$ cat src/core_pkg.sv
`default_nettype none

package core_pkg;

    // ========================================
    // Basic types
    // ========================================

    typedef logic [31:0] xlen_t;
    typedef logic [4:0]  reg_idx_t;

    typedef struct packed {
        logic [6:0] funct7;
        reg_idx_t   rs2;
        reg_idx_t   rs1;
        logic [2:0] funct3;
        reg_idx_t   rd;
        logic [6:0] opcode;
    } r_view_t;

    // Store layout, the rd field carries the low offset bits.
    typedef struct packed {
        logic [6:0] imm_hi;
        reg_idx_t   rs2;
        reg_idx_t   rs1;
        logic [2:0] funct3;
        logic [4:0] imm_lo;
        logic [6:0] opcode;
    } s_view_t;

    typedef union packed {
        r_view_t r_view;
        s_view_t s_view;
    } instr_t;

    // ========================================
    // Encodings
    // ========================================

    typedef enum logic [6:0] {
        OPC_OP     = 7'b0110011,
        OPC_OP_IMM = 7'b0010011,
        OPC_LOAD   = 7'b0000011,
        OPC_STORE  = 7'b0100011,
        OPC_BRANCH = 7'b1100011,
        OPC_JAL    = 7'b1101111,
        OPC_JALR   = 7'b1100111,
        OPC_LUI    = 7'b0110111,
        OPC_AUIPC  = 7'b0010111
    } opcode_e;

    typedef enum logic [3:0] {
        ALU_ADD,
        ALU_SUB,
        ALU_SLL,
        ALU_SLT,
        ALU_SLTU,
        ALU_XOR,
        ALU_SRL,
        ALU_SRA,
        ALU_OR,
        ALU_AND,
        ALU_PASS_B
    } alu_op_e;

    typedef enum logic [1:0] {
        WB_ALU,
        WB_MEM,
        WB_LINK
    } wb_sel_e;

    // ========================================
    // Memory sizes and reset values
    // ========================================

    localparam int IMEM_WORDS = 64;
    localparam int DMEM_WORDS = 64;
    localparam int IMEM_AW    = $clog2(IMEM_WORDS);
    localparam int DMEM_AW    = $clog2(DMEM_WORDS);

    localparam xlen_t RESET_PC  = 32'h0000_0000;
    localparam xlen_t NOP_INSTR = 32'h0000_0013;

endpackage

`default_nettype wire

$ cat src/fetch_unit.sv
`timescale 1ns/1ps
`default_nettype none

module fetch_unit (
    input  logic            clk,
    input  logic            arst_n,
    input  logic            imem_we,
    input  core_pkg::xlen_t imem_addr,
    input  core_pkg::xlen_t imem_wdata,
    input  logic            run,
    input  logic            stall,
    input  logic            redirect,
    input  core_pkg::xlen_t redirect_pc,
    output core_pkg::xlen_t f_pc,
    output core_pkg::xlen_t f_instr
);
    import core_pkg::*;

    xlen_t imem [IMEM_WORDS];
    xlen_t pc;

    // Load port, used only while the core is halted.
    always_ff @(posedge clk) begin
        if (imem_we) begin
            imem[imem_addr[IMEM_AW+1:2]] <= imem_wdata;
        end
    end

    always_ff @(posedge clk or negedge arst_n) begin
        if (!arst_n) begin
            pc      <= RESET_PC;
            f_pc    <= RESET_PC;
            f_instr <= NOP_INSTR;
        end else if (!run) begin
            pc      <= RESET_PC;
            f_pc    <= RESET_PC;
            f_instr <= NOP_INSTR;
        end else if (redirect) begin
            // Word in flight belongs to the wrong path.
            pc      <= redirect_pc;
            f_pc    <= redirect_pc;
            f_instr <= NOP_INSTR;
        end else if (!stall) begin
            pc      <= pc + 32'd4;
            f_pc    <= pc;
            f_instr <= imem[pc[IMEM_AW+1:2]];
        end
    end

    a_load_while_halted : assert property (
        @(posedge clk) disable iff (!arst_n) !(imem_we && run)
    );

endmodule

`default_nettype wire

$ cat config.mk
export PLATFORM = sky130hd
export DESIGN_NAME = fetch_unit
export DESIGN_NICKNAME = d
export VERILOG_FILES = /design/src/core_pkg.sv /design/src/fetch_unit.sv
export SDC_FILE = /design/constraint.sdc
export NUM_CORES = 2
export LEC_CHECK = 0
export BUFFER_PORTS_ARGS = -buffer_cell sky130_fd_sc_hd__buf_2
export CAP_MARGIN = 5
export CORE_ASPECT_RATIO = 1.4
export CORE_MARGIN = 1
export CORE_UTILIZATION = 50
export DETAILED_ROUTE_END_ITERATION = 10
export PLACE_DENSITY = 0.73
export RECOVER_POWER = 100
export SKIP_LAST_GASP = 1
export SLEW_MARGIN = 20
export SYNTH_ARGS = -nofsm -noshare
export SYNTH_HDL_FRONTEND = slang
export SYNTH_SLANG_ARGS = --single-unit
export TNS_END_PERCENT = 100
$ cat constraint.sdc
create_clock -name clk -period 4.73 [get_ports clk]
set_input_delay 0.7095 -clock clk [delete_from_list [all_inputs] [get_ports clk]]
set_output_delay 0.7095 -clock clk [all_outputs]
set_load 0.05 [all_outputs]
==> flow_metrics.env <==
export IMPL_final_cells=6294
export IMPL_nFillCells=11859
export IMPL_post_cts_setup_buffer_count=0
export IMPL_syn_avg_cell_area_sq_um=22.2
export IMPL_p_leak_uw=0.0281
export IMPL_ir_drop_v=0.000430
export IMPL_synthTopCellsByCount="2048 x edfxtp_1, 522 x mux4_2, 184 x mux2i_1"
export IMPL_finalCoreUtilization=0.560
export IMPL_netlist_area_leader_share=0.744
export IMPL_synth_top_flop_cell="edfxtp_1"
export IMPL_cts_sinks=2144
export IMPL_via_count=40213
export IMPL_period_needed_ps=4120
export IMPL_drv_slew=4048
export IMPL_wl_per_cell_um=31.9
export IMPL_fin_area_sq_um=92000
export IMPL_cp_max_fo=23
export IMPL_cts_buffers=176
export IMPL_grt_remaining_overflow=0
export IMPL_ys_seq_area_frac=0.773
export IMPL_fin_crit_sh=0.872
export IMPL_async_reset_ff_frac=0.0448
export IMPL_cts_resized=0
export IMPL_preCtsSetupSlack_ps=1150
export IMPL_drt_drc_violations_left=2
export IMPL_synth_top_area_cell="edfxtp_1"
export IMPL_clkSlewWorstSetupHoldPaths_ps=60
export IMPL_synth_edf_count=2048
export IMPL_syn_nets=3827
export IMPL_drt_total_wl_um=201000
export IMPL_rows=176
export IMPL_rsz0062_at_grt="false"
export IMPL_p_per_area_nw_per_um2=416
export IMPL_finalSetupViolCount=0
export IMPL_finalWeightedCongestion=0.824
export IMPL_dr_first_iter_drc_count=4708
export IMPL_combPwrFrac=0.065
export IMPL_ys_types=68
export IMPL_cp_end_kind="flop"
export IMPL_timing_setup_tns_ps=0
export IMPL_worstMarginPinSlew_ps=3480
export IMPL_dr_pass1_iters=9
export IMPL_area_growth_pct=11.4
export IMPL_fin_skew_ps=22.6
export IMPL_grt_pass1_wl_um=289000
export IMPL_violations="DRC, capacitance limit, slew limit"
export IMPL_portBuffers=139
export IMPL_first_global_vias=41189
export IMPL_clock_path_buffers=3
export IMPL_die_height_um=483
export IMPL_final_nets=4116
export IMPL_final_hold_viol_count=0
export IMPL_grt_max_degree=100
export IMPL_track_usage=0.241
export IMPL_ios=166
export IMPL_clockRootBuffer="clkbuf_16"
export IMPL_clkPwrFrac=0.382
export IMPL_max_freq_mhz=243
export IMPL_dp_hpwl_um=118000
export IMPL_synth_area_leaders="edfxtp_1 74%, mux4_2 14%, dfrtp_1 2.8%"
export IMPL_p_sw_uw=8130
export IMPL_worstSetupStartpointType="input pin"
export IMPL_cp_required_ps=5100
export IMPL_synth_seq_cells=2144
export IMPL_crit_arrival_ps=4490
export IMPL_timing_final_ws_setup_ps=608
export IMPL_vias_per_cell=6.39
export IMPL_p_sw_frac=0.213
export IMPL_cts_tree="built"
export IMPL_antenna_found_initial=17
export IMPL_clk_latency_ps=800
export IMPL_hold_buffers=1
export IMPL_syn_inst=3724
export IMPL_layout_drive_gt1_share=0.239
export IMPL_synth_warnings=0
export IMPL_htreeDepth=4
export IMPL_die_area_sq_um=167000
export IMPL_timing_worst_setup_path_type="in -> reg"
export IMPL_p_int_uw=30100
export IMPL_ant_nets=0
export IMPL_drv_cap=103
export IMPL_holdCritPathClass="in -> reg"
export IMPL_coreArea_sq_um=164000
export IMPL_synth_most_common_cell="edfxtp_1"
export IMPL_slew_headroom=-1.32
export IMPL_place_inst=5969
export IMPL_p_seq_frac=0.553
export IMPL_die_w_um=346
export IMPL_outcome="finished, violations left"
export IMPL_post_dp_cell_area_sq_um=86900
export IMPL_netlist_area_sq_um=82600
export IMPL_initial_core_util=0.503
power by group through the flow:
| stage | sequential [uW] | clock, uW | combinational, uW |
|---|---|---|---|
| 6_report | 21100 | 14600 | 2490 |
| 5_1_grt | 21100 | 15400 | 2620 |
| 4_1_cts | 21100 | 14800 | 2540 |
| 3_5_place_dp | 21500 | 0 | 2530 |
| 3_3_place_gp | 21500 | 0 | 2490 |
| 2_1_floorplan | 21500 | 0 | 1470 |
critical path: stages:
cell	delay, ps
clkbuf_1	220
nor2b_1	300
nand3_1	110
clkbuf_1	340
nor2_1	1100
clkbuf_1	1650
routing by layer:
metal,global-route usage,vias to the layer above,routed length [um]
met1,0.301,21376,70900
met4,0.0760,14,6560
met2,0.425,2172,105000
li1,-,16258,-
met3,0.0476,393,18300
met5,0,-,76
through the flow:
step / hold WS, ps / power [uW]
6_report: 224 / 38200
5_1_grt: 209 / 39200
4_1_cts: 178 / 38400
3_5_place_dp: 496 / 24000
3_3_place_gp: 489 / 24000
2_1_floorplan: 414 / 23000
cells in the final DEF (no fill, tap or decap), types with 8 or more instances in the layout:
cell,Yosys,final
a2111oi_0,10,8
a211oi_1,8,8
a21oi_1,79,79
a221oi_1,28,28
a22oi_1,25,25
buf_12,0,15
buf_2,65,44
buf_4,29,71
bufinv_16,0,16
clkbuf_1,76,216
clkbuf_16,0,184
clkbuf_8,0,11
clkinv_1,1,32
clkinv_2,0,31
dfrtp_1,93,89
edfxtp_1,2048,2048
mux2_2,31,31
mux2i_1,184,184
mux4_2,522,522
nand2_1,84,84
nand3_1,34,34
nand3b_1,8,8
nand4_1,9,9
nor2_1,120,78
nor2_4,0,39
nor2b_1,12,11
nor3_1,13,13
nor4_1,11,12
o211ai_1,25,25
o21ai_0,32,33
o221ai_1,11,11
o22ai_1,15,15
xnor2_1,20,20
registers in the layout (all words and copies together) (netlist names):
signal and cells:
f_instr 32, pc 32, imem 2048, f_pc 32
cells by family (layout without fill, tap and decap cells):
family | count (synthesis) | in the layout | synth area share
DFF | 2144 | 2144 | 0.773
muxes | 737 | 737 | 0.169
and+or+nand+nor | 328 | 328 | 0.0185
AOI/OAI and AO/OA | 277 | 277 | 0.0225
buffers and inverters | 211 | 642 | 0.0139
xor gates and xnor gates | 26 | 26 | 0.00276
adders and majority gates | 1 | 1 | 0.000151
other | 0 | 3 | 0
area by class of cell:
| type | count | area (sq um) | area share |
|---|---|---|---|
| diodes | 3 | 7.51 | 0.0000816 |
| multi-input cells | 1369 | 17900 | 0.194 |
| flip-flops and latches | 2144 | 63900 | 0.695 |
| clock inverters | 91 | 865 | 0.00940 |
| clock buffers | 229 | 4880 | 0.0531 |
| repair buffers | 316 | 1760 | 0.0191 |
| inverters | 6 | 22.5 | 0.000245 |
| well taps | 2136 | 2670 | 0.0290 |
final timing paths:
kind | cells after the start | slack [ps] | endpoint | from
worst max-delay path | 6 | 610 | imem[46][1]$_DFFE_PP_ | imem_addr[2]
worst min-delay path | 3 | 220 | pc[1]$_DFFE_PN0P_ | redirect_pc[1]
worst max register to register | 6 | 700 | f_instr[16]$_DFFE_PN0P_ | pc[5]$_DFFE_PN0P_
worst min register to register | 1 | 510 | f_pc[0]$_DFFE_PN0P_ | f_pc[0]$_DFFE_PN0P_
max in group asynchronous | 3 | 1120 | pc[3]$_DFFE_PN0P_ | arst_n
min in group asynchronous | 2 | 610 | f_pc[25]$_DFFE_PN0P_ | arst_n
Note: power is estimated with default switching activity, not from simulation.
