===== src/core_pkg.sv =====
`default_nettype none

package core_pkg;

    // ========================================
    // Basic types
    // ========================================

    typedef logic [31:0] xlen_t;
    typedef logic [4:0]  reg_idx_t;

    typedef struct packed {
        logic [6:0] funct7;
        reg_idx_t   rs2;
        reg_idx_t   rs1;
        logic [2:0] funct3;
        reg_idx_t   rd;
        logic [6:0] opcode;
    } r_view_t;

    // Store layout, the rd field carries the low offset bits.
    typedef struct packed {
        logic [6:0] imm_hi;
        reg_idx_t   rs2;
        reg_idx_t   rs1;
        logic [2:0] funct3;
        logic [4:0] imm_lo;
        logic [6:0] opcode;
    } s_view_t;

    typedef union packed {
        r_view_t r_view;
        s_view_t s_view;
    } instr_t;

    // ========================================
    // Encodings
    // ========================================

    typedef enum logic [6:0] {
        OPC_OP     = 7'b0110011,
        OPC_OP_IMM = 7'b0010011,
        OPC_LOAD   = 7'b0000011,
        OPC_STORE  = 7'b0100011,
        OPC_BRANCH = 7'b1100011,
        OPC_JAL    = 7'b1101111,
        OPC_JALR   = 7'b1100111,
        OPC_LUI    = 7'b0110111,
        OPC_AUIPC  = 7'b0010111
    } opcode_e;

    typedef enum logic [3:0] {
        ALU_ADD,
        ALU_SUB,
        ALU_SLL,
        ALU_SLT,
        ALU_SLTU,
        ALU_XOR,
        ALU_SRL,
        ALU_SRA,
        ALU_OR,
        ALU_AND,
        ALU_PASS_B
    } alu_op_e;

    typedef enum logic [1:0] {
        WB_ALU,
        WB_MEM,
        WB_LINK
    } wb_sel_e;

    // ========================================
    // Memory sizes and reset values
    // ========================================

    localparam int IMEM_WORDS = 64;
    localparam int DMEM_WORDS = 64;
    localparam int IMEM_AW    = $clog2(IMEM_WORDS);
    localparam int DMEM_AW    = $clog2(DMEM_WORDS);

    localparam xlen_t RESET_PC  = 32'h0000_0000;
    localparam xlen_t NOP_INSTR = 32'h0000_0013;

endpackage

`default_nettype wire


===== src/decode_stage.sv =====
`timescale 1ns/1ps
`default_nettype none

module decode_stage (
    input  logic                clk,
    input  logic                arst_n,
    input  core_pkg::xlen_t     f_pc,
    input  core_pkg::xlen_t     f_instr,
    input  logic                redirect,
    input  logic                e_valid,
    input  core_pkg::reg_idx_t  e_rd,
    input  logic                e_mem_read,
    input  logic                wb_we,
    input  core_pkg::reg_idx_t  wb_rd,
    input  core_pkg::xlen_t     wb_data,
    output logic                stall,
    output logic                d_valid,
    output core_pkg::xlen_t     d_pc,
    output core_pkg::reg_idx_t  d_rs1,
    output core_pkg::reg_idx_t  d_rs2,
    output core_pkg::xlen_t     d_rs1_val,
    output core_pkg::xlen_t     d_rs2_val,
    output core_pkg::xlen_t     d_imm,
    output core_pkg::reg_idx_t  d_rd,
    output core_pkg::alu_op_e   d_alu_op,
    output logic                d_use_imm,
    output logic                d_op1_pc,
    output logic                d_is_branch,
    output logic                d_is_jal,
    output logic                d_is_jalr,
    output logic [2:0]          d_funct3,
    output logic                d_mem_read,
    output logic                d_mem_write,
    output logic                d_reg_write,
    output core_pkg::wb_sel_e   d_wb_sel
);
    import core_pkg::*;

    instr_t   ins;
    reg_idx_t rs1;
    reg_idx_t rs2;
    xlen_t    regs [1:31];
    xlen_t    rs1_val;
    xlen_t    rs2_val;
    xlen_t    imm_i;
    xlen_t    imm_s;
    xlen_t    imm_b;
    xlen_t    imm_u;
    xlen_t    imm_j;
    xlen_t    imm;
    alu_op_e  alu_op;
    wb_sel_e  wb_sel;
    logic     use_rs1;
    logic     use_rs2;
    logic     use_imm;
    logic     op1_pc;
    logic     is_branch;
    logic     is_jal;
    logic     is_jalr;
    logic     mem_read;
    logic     mem_write;
    logic     reg_write;
    logic     bubble;

    function automatic alu_op_e alu_decode(input logic [2:0] funct3, input logic alt);
        case (funct3)
            3'b000:  return alt ? ALU_SUB : ALU_ADD;
            3'b001:  return ALU_SLL;
            3'b010:  return ALU_SLT;
            3'b011:  return ALU_SLTU;
            3'b100:  return ALU_XOR;
            3'b101:  return alt ? ALU_SRA : ALU_SRL;
            3'b110:  return ALU_OR;
            default: return ALU_AND;
        endcase
    endfunction

    assign ins = f_instr;
    assign rs1 = ins.r_view.rs1;
    assign rs2 = ins.r_view.rs2;

    assign imm_i = {{20{f_instr[31]}}, f_instr[31:20]};
    assign imm_s = {{20{ins.s_view.imm_hi[6]}}, ins.s_view.imm_hi, ins.s_view.imm_lo};
    assign imm_b = {{19{f_instr[31]}}, f_instr[31], f_instr[7], f_instr[30:25],
                    f_instr[11:8], 1'b0};
    assign imm_u = {f_instr[31:12], 12'b0};
    assign imm_j = {{11{f_instr[31]}}, f_instr[31], f_instr[19:12], f_instr[20],
                    f_instr[30:21], 1'b0};

    // ========================================
    // Control decode
    // ========================================

    always_comb begin
        imm       = imm_i;
        alu_op    = ALU_ADD;
        wb_sel    = WB_ALU;
        use_rs1   = 1'b0;
        use_rs2   = 1'b0;
        use_imm   = 1'b0;
        op1_pc    = 1'b0;
        is_branch = 1'b0;
        is_jal    = 1'b0;
        is_jalr   = 1'b0;
        mem_read  = 1'b0;
        mem_write = 1'b0;
        reg_write = 1'b0;
        case (opcode_e'(ins.r_view.opcode))
            OPC_OP: begin
                reg_write = 1'b1;
                use_rs1   = 1'b1;
                use_rs2   = 1'b1;
                alu_op    = alu_decode(ins.r_view.funct3, ins.r_view.funct7[5]);
            end
            OPC_OP_IMM: begin
                reg_write = 1'b1;
                use_rs1   = 1'b1;
                use_imm   = 1'b1;
                // Only SRAI takes the alternate bit, ADDI never means SUB.
                alu_op    = alu_decode(ins.r_view.funct3,
                                       ins.r_view.funct3 == 3'b101 && ins.r_view.funct7[5]);
            end
            OPC_LOAD: begin
                reg_write = 1'b1;
                use_rs1   = 1'b1;
                use_imm   = 1'b1;
                mem_read  = 1'b1;
                wb_sel    = WB_MEM;
            end
            OPC_STORE: begin
                use_rs1   = 1'b1;
                use_rs2   = 1'b1;
                use_imm   = 1'b1;
                mem_write = 1'b1;
                imm       = imm_s;
            end
            OPC_BRANCH: begin
                use_rs1   = 1'b1;
                use_rs2   = 1'b1;
                is_branch = 1'b1;
                imm       = imm_b;
            end
            OPC_JAL: begin
                reg_write = 1'b1;
                is_jal    = 1'b1;
                wb_sel    = WB_LINK;
                imm       = imm_j;
            end
            OPC_JALR: begin
                reg_write = 1'b1;
                use_rs1   = 1'b1;
                use_imm   = 1'b1;
                is_jalr   = 1'b1;
                wb_sel    = WB_LINK;
            end
            OPC_LUI: begin
                reg_write = 1'b1;
                use_imm   = 1'b1;
                alu_op    = ALU_PASS_B;
                imm       = imm_u;
            end
            OPC_AUIPC: begin
                reg_write = 1'b1;
                use_imm   = 1'b1;
                op1_pc    = 1'b1;
                imm       = imm_u;
            end
            default: ;
        endcase
    end

    // Load still in the result stage feeding this instruction.
    assign stall = e_valid && e_mem_read && (e_rd != '0) &&
                   ((use_rs1 && rs1 == e_rd) || (use_rs2 && rs2 == e_rd));
    assign bubble = stall || redirect;

    // ========================================
    // Register file
    // ========================================

    always_ff @(posedge clk) begin
        if (wb_we) begin
            regs[wb_rd] <= wb_data;
        end
    end

    assign rs1_val = (rs1 == '0) ? '0 : (wb_we && wb_rd == rs1) ? wb_data : regs[rs1];
    assign rs2_val = (rs2 == '0) ? '0 : (wb_we && wb_rd == rs2) ? wb_data : regs[rs2];

    always_ff @(posedge clk or negedge arst_n) begin
        if (!arst_n) begin
            d_valid     <= 1'b0;
            d_is_branch <= 1'b0;
            d_is_jal    <= 1'b0;
            d_is_jalr   <= 1'b0;
            d_mem_read  <= 1'b0;
            d_mem_write <= 1'b0;
            d_reg_write <= 1'b0;
        end else begin
            d_valid     <= !bubble;
            d_is_branch <= is_branch && !bubble;
            d_is_jal    <= is_jal && !bubble;
            d_is_jalr   <= is_jalr && !bubble;
            d_mem_read  <= mem_read && !bubble;
            d_mem_write <= mem_write && !bubble;
            d_reg_write <= reg_write && !bubble;
        end
    end

    always_ff @(posedge clk) begin
        d_pc      <= f_pc;
        d_rs1     <= rs1;
        d_rs2     <= rs2;
        d_rs1_val <= rs1_val;
        d_rs2_val <= rs2_val;
        d_imm     <= imm;
        d_rd      <= ins.r_view.rd;
        d_alu_op  <= alu_op;
        d_use_imm <= use_imm;
        d_op1_pc  <= op1_pc;
        d_funct3  <= ins.r_view.funct3;
        d_wb_sel  <= wb_sel;
    end

    a_bubble_after_kill : assert property (
        @(posedge clk) disable iff (!arst_n) (stall || redirect) |=> !d_valid
    );

    a_x0_never_written : assert property (
        @(posedge clk) disable iff (!arst_n) wb_we |-> (wb_rd != '0)
    );

endmodule

`default_nettype wire


===== config.mk =====
export PLATFORM = sky130hd
export DESIGN_NAME = decode_stage
export DESIGN_NICKNAME = d
export VERILOG_FILES = /design/src/core_pkg.sv /design/src/decode_stage.sv
export SDC_FILE = /design/constraint.sdc
export NUM_CORES = 1
export LEC_CHECK = 0
export ABC_CLOCK_PERIOD_IN_PS = 3220
export BUFFER_PORTS_ARGS = -buffer_cell sky130_fd_sc_hd__buf_2
export CORE_UTILIZATION = 60
export DETAILED_ROUTE_END_ITERATION = 7
export PLACE_DENSITY = 0.79
export SLEW_MARGIN = 20
export SYNTH_ARGS = -nofsm -noshare
export SYNTH_HDL_FRONTEND = slang
export SYNTH_SLANG_ARGS = --single-unit

===== constraint.sdc =====
create_clock -name clk -period 3.22 [get_ports clk]
set_input_delay 0.161 -clock clk [delete_from_list [all_inputs] [get_ports clk]]
set_output_delay 0.161 -clock clk [all_outputs]
set_load 0.01 [all_outputs]

==> impl_metrics.toml <==
[worst_setup_path]
required_ps = 3060
crit_top_cell = "buf_4"
worstPathMaxFanout = 26
path_cells = "dlygate4sd3_1, buf_4, buf_4, xor2_1, nor4_1, nand4_1, a21oi_2, buf_2"
crit_arrival_ps = 2840
slowest_stage = "dlygate4sd3_1"
r2r_end = "d_rs1_val[25]$_SDFF_PN0_"
max_stage_delay_ps = 520
critical_path.endpoint = "stall"
crit_type = "primary input to output pin"
endpoint_kind = "output pin"
worst_setup_path_start_kind = "primary input"
timing.rr.start = "regs[11][25]$_DFFE_PP_"
ff2ff_setup_slack_ps = 1310
reg2reg_depth = 4
crit_start = "f_instr[17]"

[logic_synthesis]
syn_nets = 2831
synth-main-ff-cell = "edfxtp_1"
synth_cell_types = 52
syn_inst = 2719
synth_top_area_cell = "edfxtp_1"
avgSynthCellArea_sq_um = 18.42
synth_common_cells = "992 x edfxtp_1, 440 x mux4_2, 154 x dfxtp_1"
synth-seq-cells = 1153
async_reset_ff_share_pct = 0.6071
synthTopCellsByArea = "edfxtp_1 59%, mux4_2 20%, dfxtp_1 6.2%"
synth.most_common_cell = "edfxtp_1"
synth_top_area_share_pct = 59.47
ys_seq_area_share_pct = 65.97
yosys_warnings = 0
synth_edf_count = 992
syn_area_sq_um = 50090

[placed_design]
io_buffers = 273
dp.cells = 3985
dpl.hpwl_um = 95280
finalWeightedCongestion = 0.9265

[power]
p_clk_share_pct = 40.6
cellLeakagePower_nw = 19.68
sw_frac_of_total_pct = 23.17
p_int_w = 0.02567
powerDensity_nw_per_um2 = 571.3
pwr-share-seq_pct = 50.4
power_switching_w = 0.007742
combPwrFrac_pct = 9.1
vdd.ir_drop.worst_mv = 0.4743

[sta]
tns_ps = 0
fin_skew_ps = 30.67
slew_headroom_pct = 24.85
whs_ps = 18.03
fmax_mhz = 333.6
timing.final.crit_period_ps = 2998
min_period_over_period_pct = 93.10
worst_pin_slew_ps = 1121
slew_viol_final = 0
rsz0062_at_grt = "false"
hold_viol = 0
setup-violations-final = 0

[global_routing]
overflow = 0
grt_pass1_wl_um = 232000
grt_pass1_vias = 33280
antenna_found_initial = 17
grt_max_degree = 74
track_usage_pct = 38.66

[cells_and_area]
drive_gt1_share_pct = 34.37
final_cells = 4309
seqCellArea_sq_um = 33050
multi_input_area_sq_um = 16260
area_growth_pct = 16.74
fillers = 4682
fin_nets = 3243

[floorplanning]
ios = 274
die_height_um = 290.9
initial_core_util_pct = 60.81
fp.coreArea_sq_um = 82370
fp-row-count = 105
die_x_um = 290.9
die_area_sq_um = 84650

[job]
maxCapViolations = 0

[clocking]
cts_tree = "yes"
hold_buffers = 100
root_buffer = "clkbuf_16"
cts_buffer_depth = 3
cts_made_buffers = 114
clock_latency_ps = 710
postCtsSetupRepairBufs = 0
path_clk_slew_ps = 60
clock_sinks = 1153
cts_max_level = 3
post_cts_resized = 0

[routing]
drtIter0Drc = 5607
drt-vias-per-instance = 7.706
drt-wirelength-per-cell_um = 37.80
drcViolationCount = 0
vias = 33210
wl_um = 162900
ant_nets = 0
firstDrtPassIters = 6

[worst_hold_path]
worstHoldPathType = "primary input to flop"

[run_status]
status = "completed"
worst min path at each step:
stage,endpoint,slack (ps),startpoint,depth (start not counted)
after floorplan,d_is_branch$_DFF_PN0_,-130,arst_n,0
after global placement,d_valid$_DFF_PN0_,3,arst_n,1
after detailed placement,d_valid$_DFF_PN0_,20,arst_n,1
after CTS,regs[8][3]$_DFFE_PP_,5,wb_data[3],1
after global routing,regs[30][3]$_DFFE_PP_,30,wb_data[3],1
final,regs[14][3]$_DFFE_PP_,20,wb_data[3],1
flip-flops by register name, summed over array words and instances, names as in the netlist, 2 cells and up:
name       flops
d_alu_op       4
d_funct3       3
d_imm         32
d_pc          32
d_rd           5
d_rs1          5
d_rs1_val     32
d_rs2          5
d_rs2_val     32
d_wb_sel       2
regs         992
cells by family (layout without fill, tap and decap cells):
| logic type | Yosys count | after routing | share of synthesized area, % |
|---|---|---|---|
| flops | 1153 | 1153 | 65.97 |
| mux | 551 | 551 | 22.06 |
| other cells | 0 | 9 | 0 |
| simple gates | 326 | 326 | 2.960 |
| compound gates | 441 | 441 | 6.434 |
| buf+inv | 228 | 739 | 2.225 |
| xor+xnor | 20 | 20 | 0.3497 |
through the flow:
stage	power, W	utilization, %	cell area [sq um]	worst slack [ps]
final	0.03341	70.99	58480	222.1
after detailed placement	0.01993	65.10	53620	727.5
after CTS	0.03330	70.97	58460	334.4
after floorplan	0.01861	-	50090	454.0
after global routing	0.03404	70.98	58460	187.8
after global placement	0.01984	65.10	53620	755.5
power groups by stage:
stage	Clock (W)	Combinational, W	Sequential (W)
after floorplan	0	0.00157	0.0170
final	0.0136	0.00303	0.0168
after global routing	0.0141	0.00312	0.0168
after global placement	0	0.00275	0.0171
after detailed placement	0	0.00282	0.0171
after CTS	0.0135	0.00295	0.0168
cells in the final DEF, fill, tap and decap left out, types with 13 or more instances in the layout:
cell type | synthesis | final
a22o_1 | 32 | 32
clkinv_2 | 0 | 13
dfxtp_1 | 154 | 154
buf_12 | 1 | 36
a21o_1 | 19 | 19
edfxtp_1 | 992 | 992
clkinv_1 | 0 | 16
buf_4 | 13 | 113
buf_2 | 56 | 266
nor2_4 | 0 | 34
nand2_1 | 84 | 83
mux2_2 | 24 | 24
clkbuf_16 | 0 | 119
nand3_1 | 66 | 66
dlygate4sd3_1 | 0 | 100
mux4_2 | 440 | 440
o22ai_1 | 40 | 40
a211oi_1 | 119 | 119
a32o_1 | 32 | 32
nor2_1 | 113 | 78
clkbuf_8 | 0 | 24
a21oi_1 | 62 | 62
a22oi_1 | 104 | 104
clkbuf_1 | 125 | 29
mux2i_1 | 87 | 87
final cells by class:
type / instances / share of cell area [%]
Multi-Input combinational cell: 1338 / 27.80
Timing Repair Buffer: 519 / 6.774
Sequential cell: 1153 / 56.51
Clock inverter: 42 / 0.7060
Antenna cell: 9 / 0.03851
Tap cell: 1070 / 2.289
Inverter: 5 / 0.03209
Clock buffer: 173 / 5.852
routing by layer:
| metal | global-route usage (%) | vias to the layer above | share of wire [%] |
|---|---|---|---|
| li1 | - | 12340 | - |
| met3 | 13.46 | 738 | 16 |
| met5 | 0 | - | 0.071 |
| met4 | 22.48 | 18 | 6.8 |
| met1 | 49.72 | 16580 | 32 |
| met2 | 57.59 | 3535 | 45 |
worst max-delay path, delay by kind of cell:
kind	cells	cell delay, ps
xor+xnor	1	120
buf+inv	4	1660
compound gates	1	400
simple gates	2	420
Power figures use the tool's default switching activity.
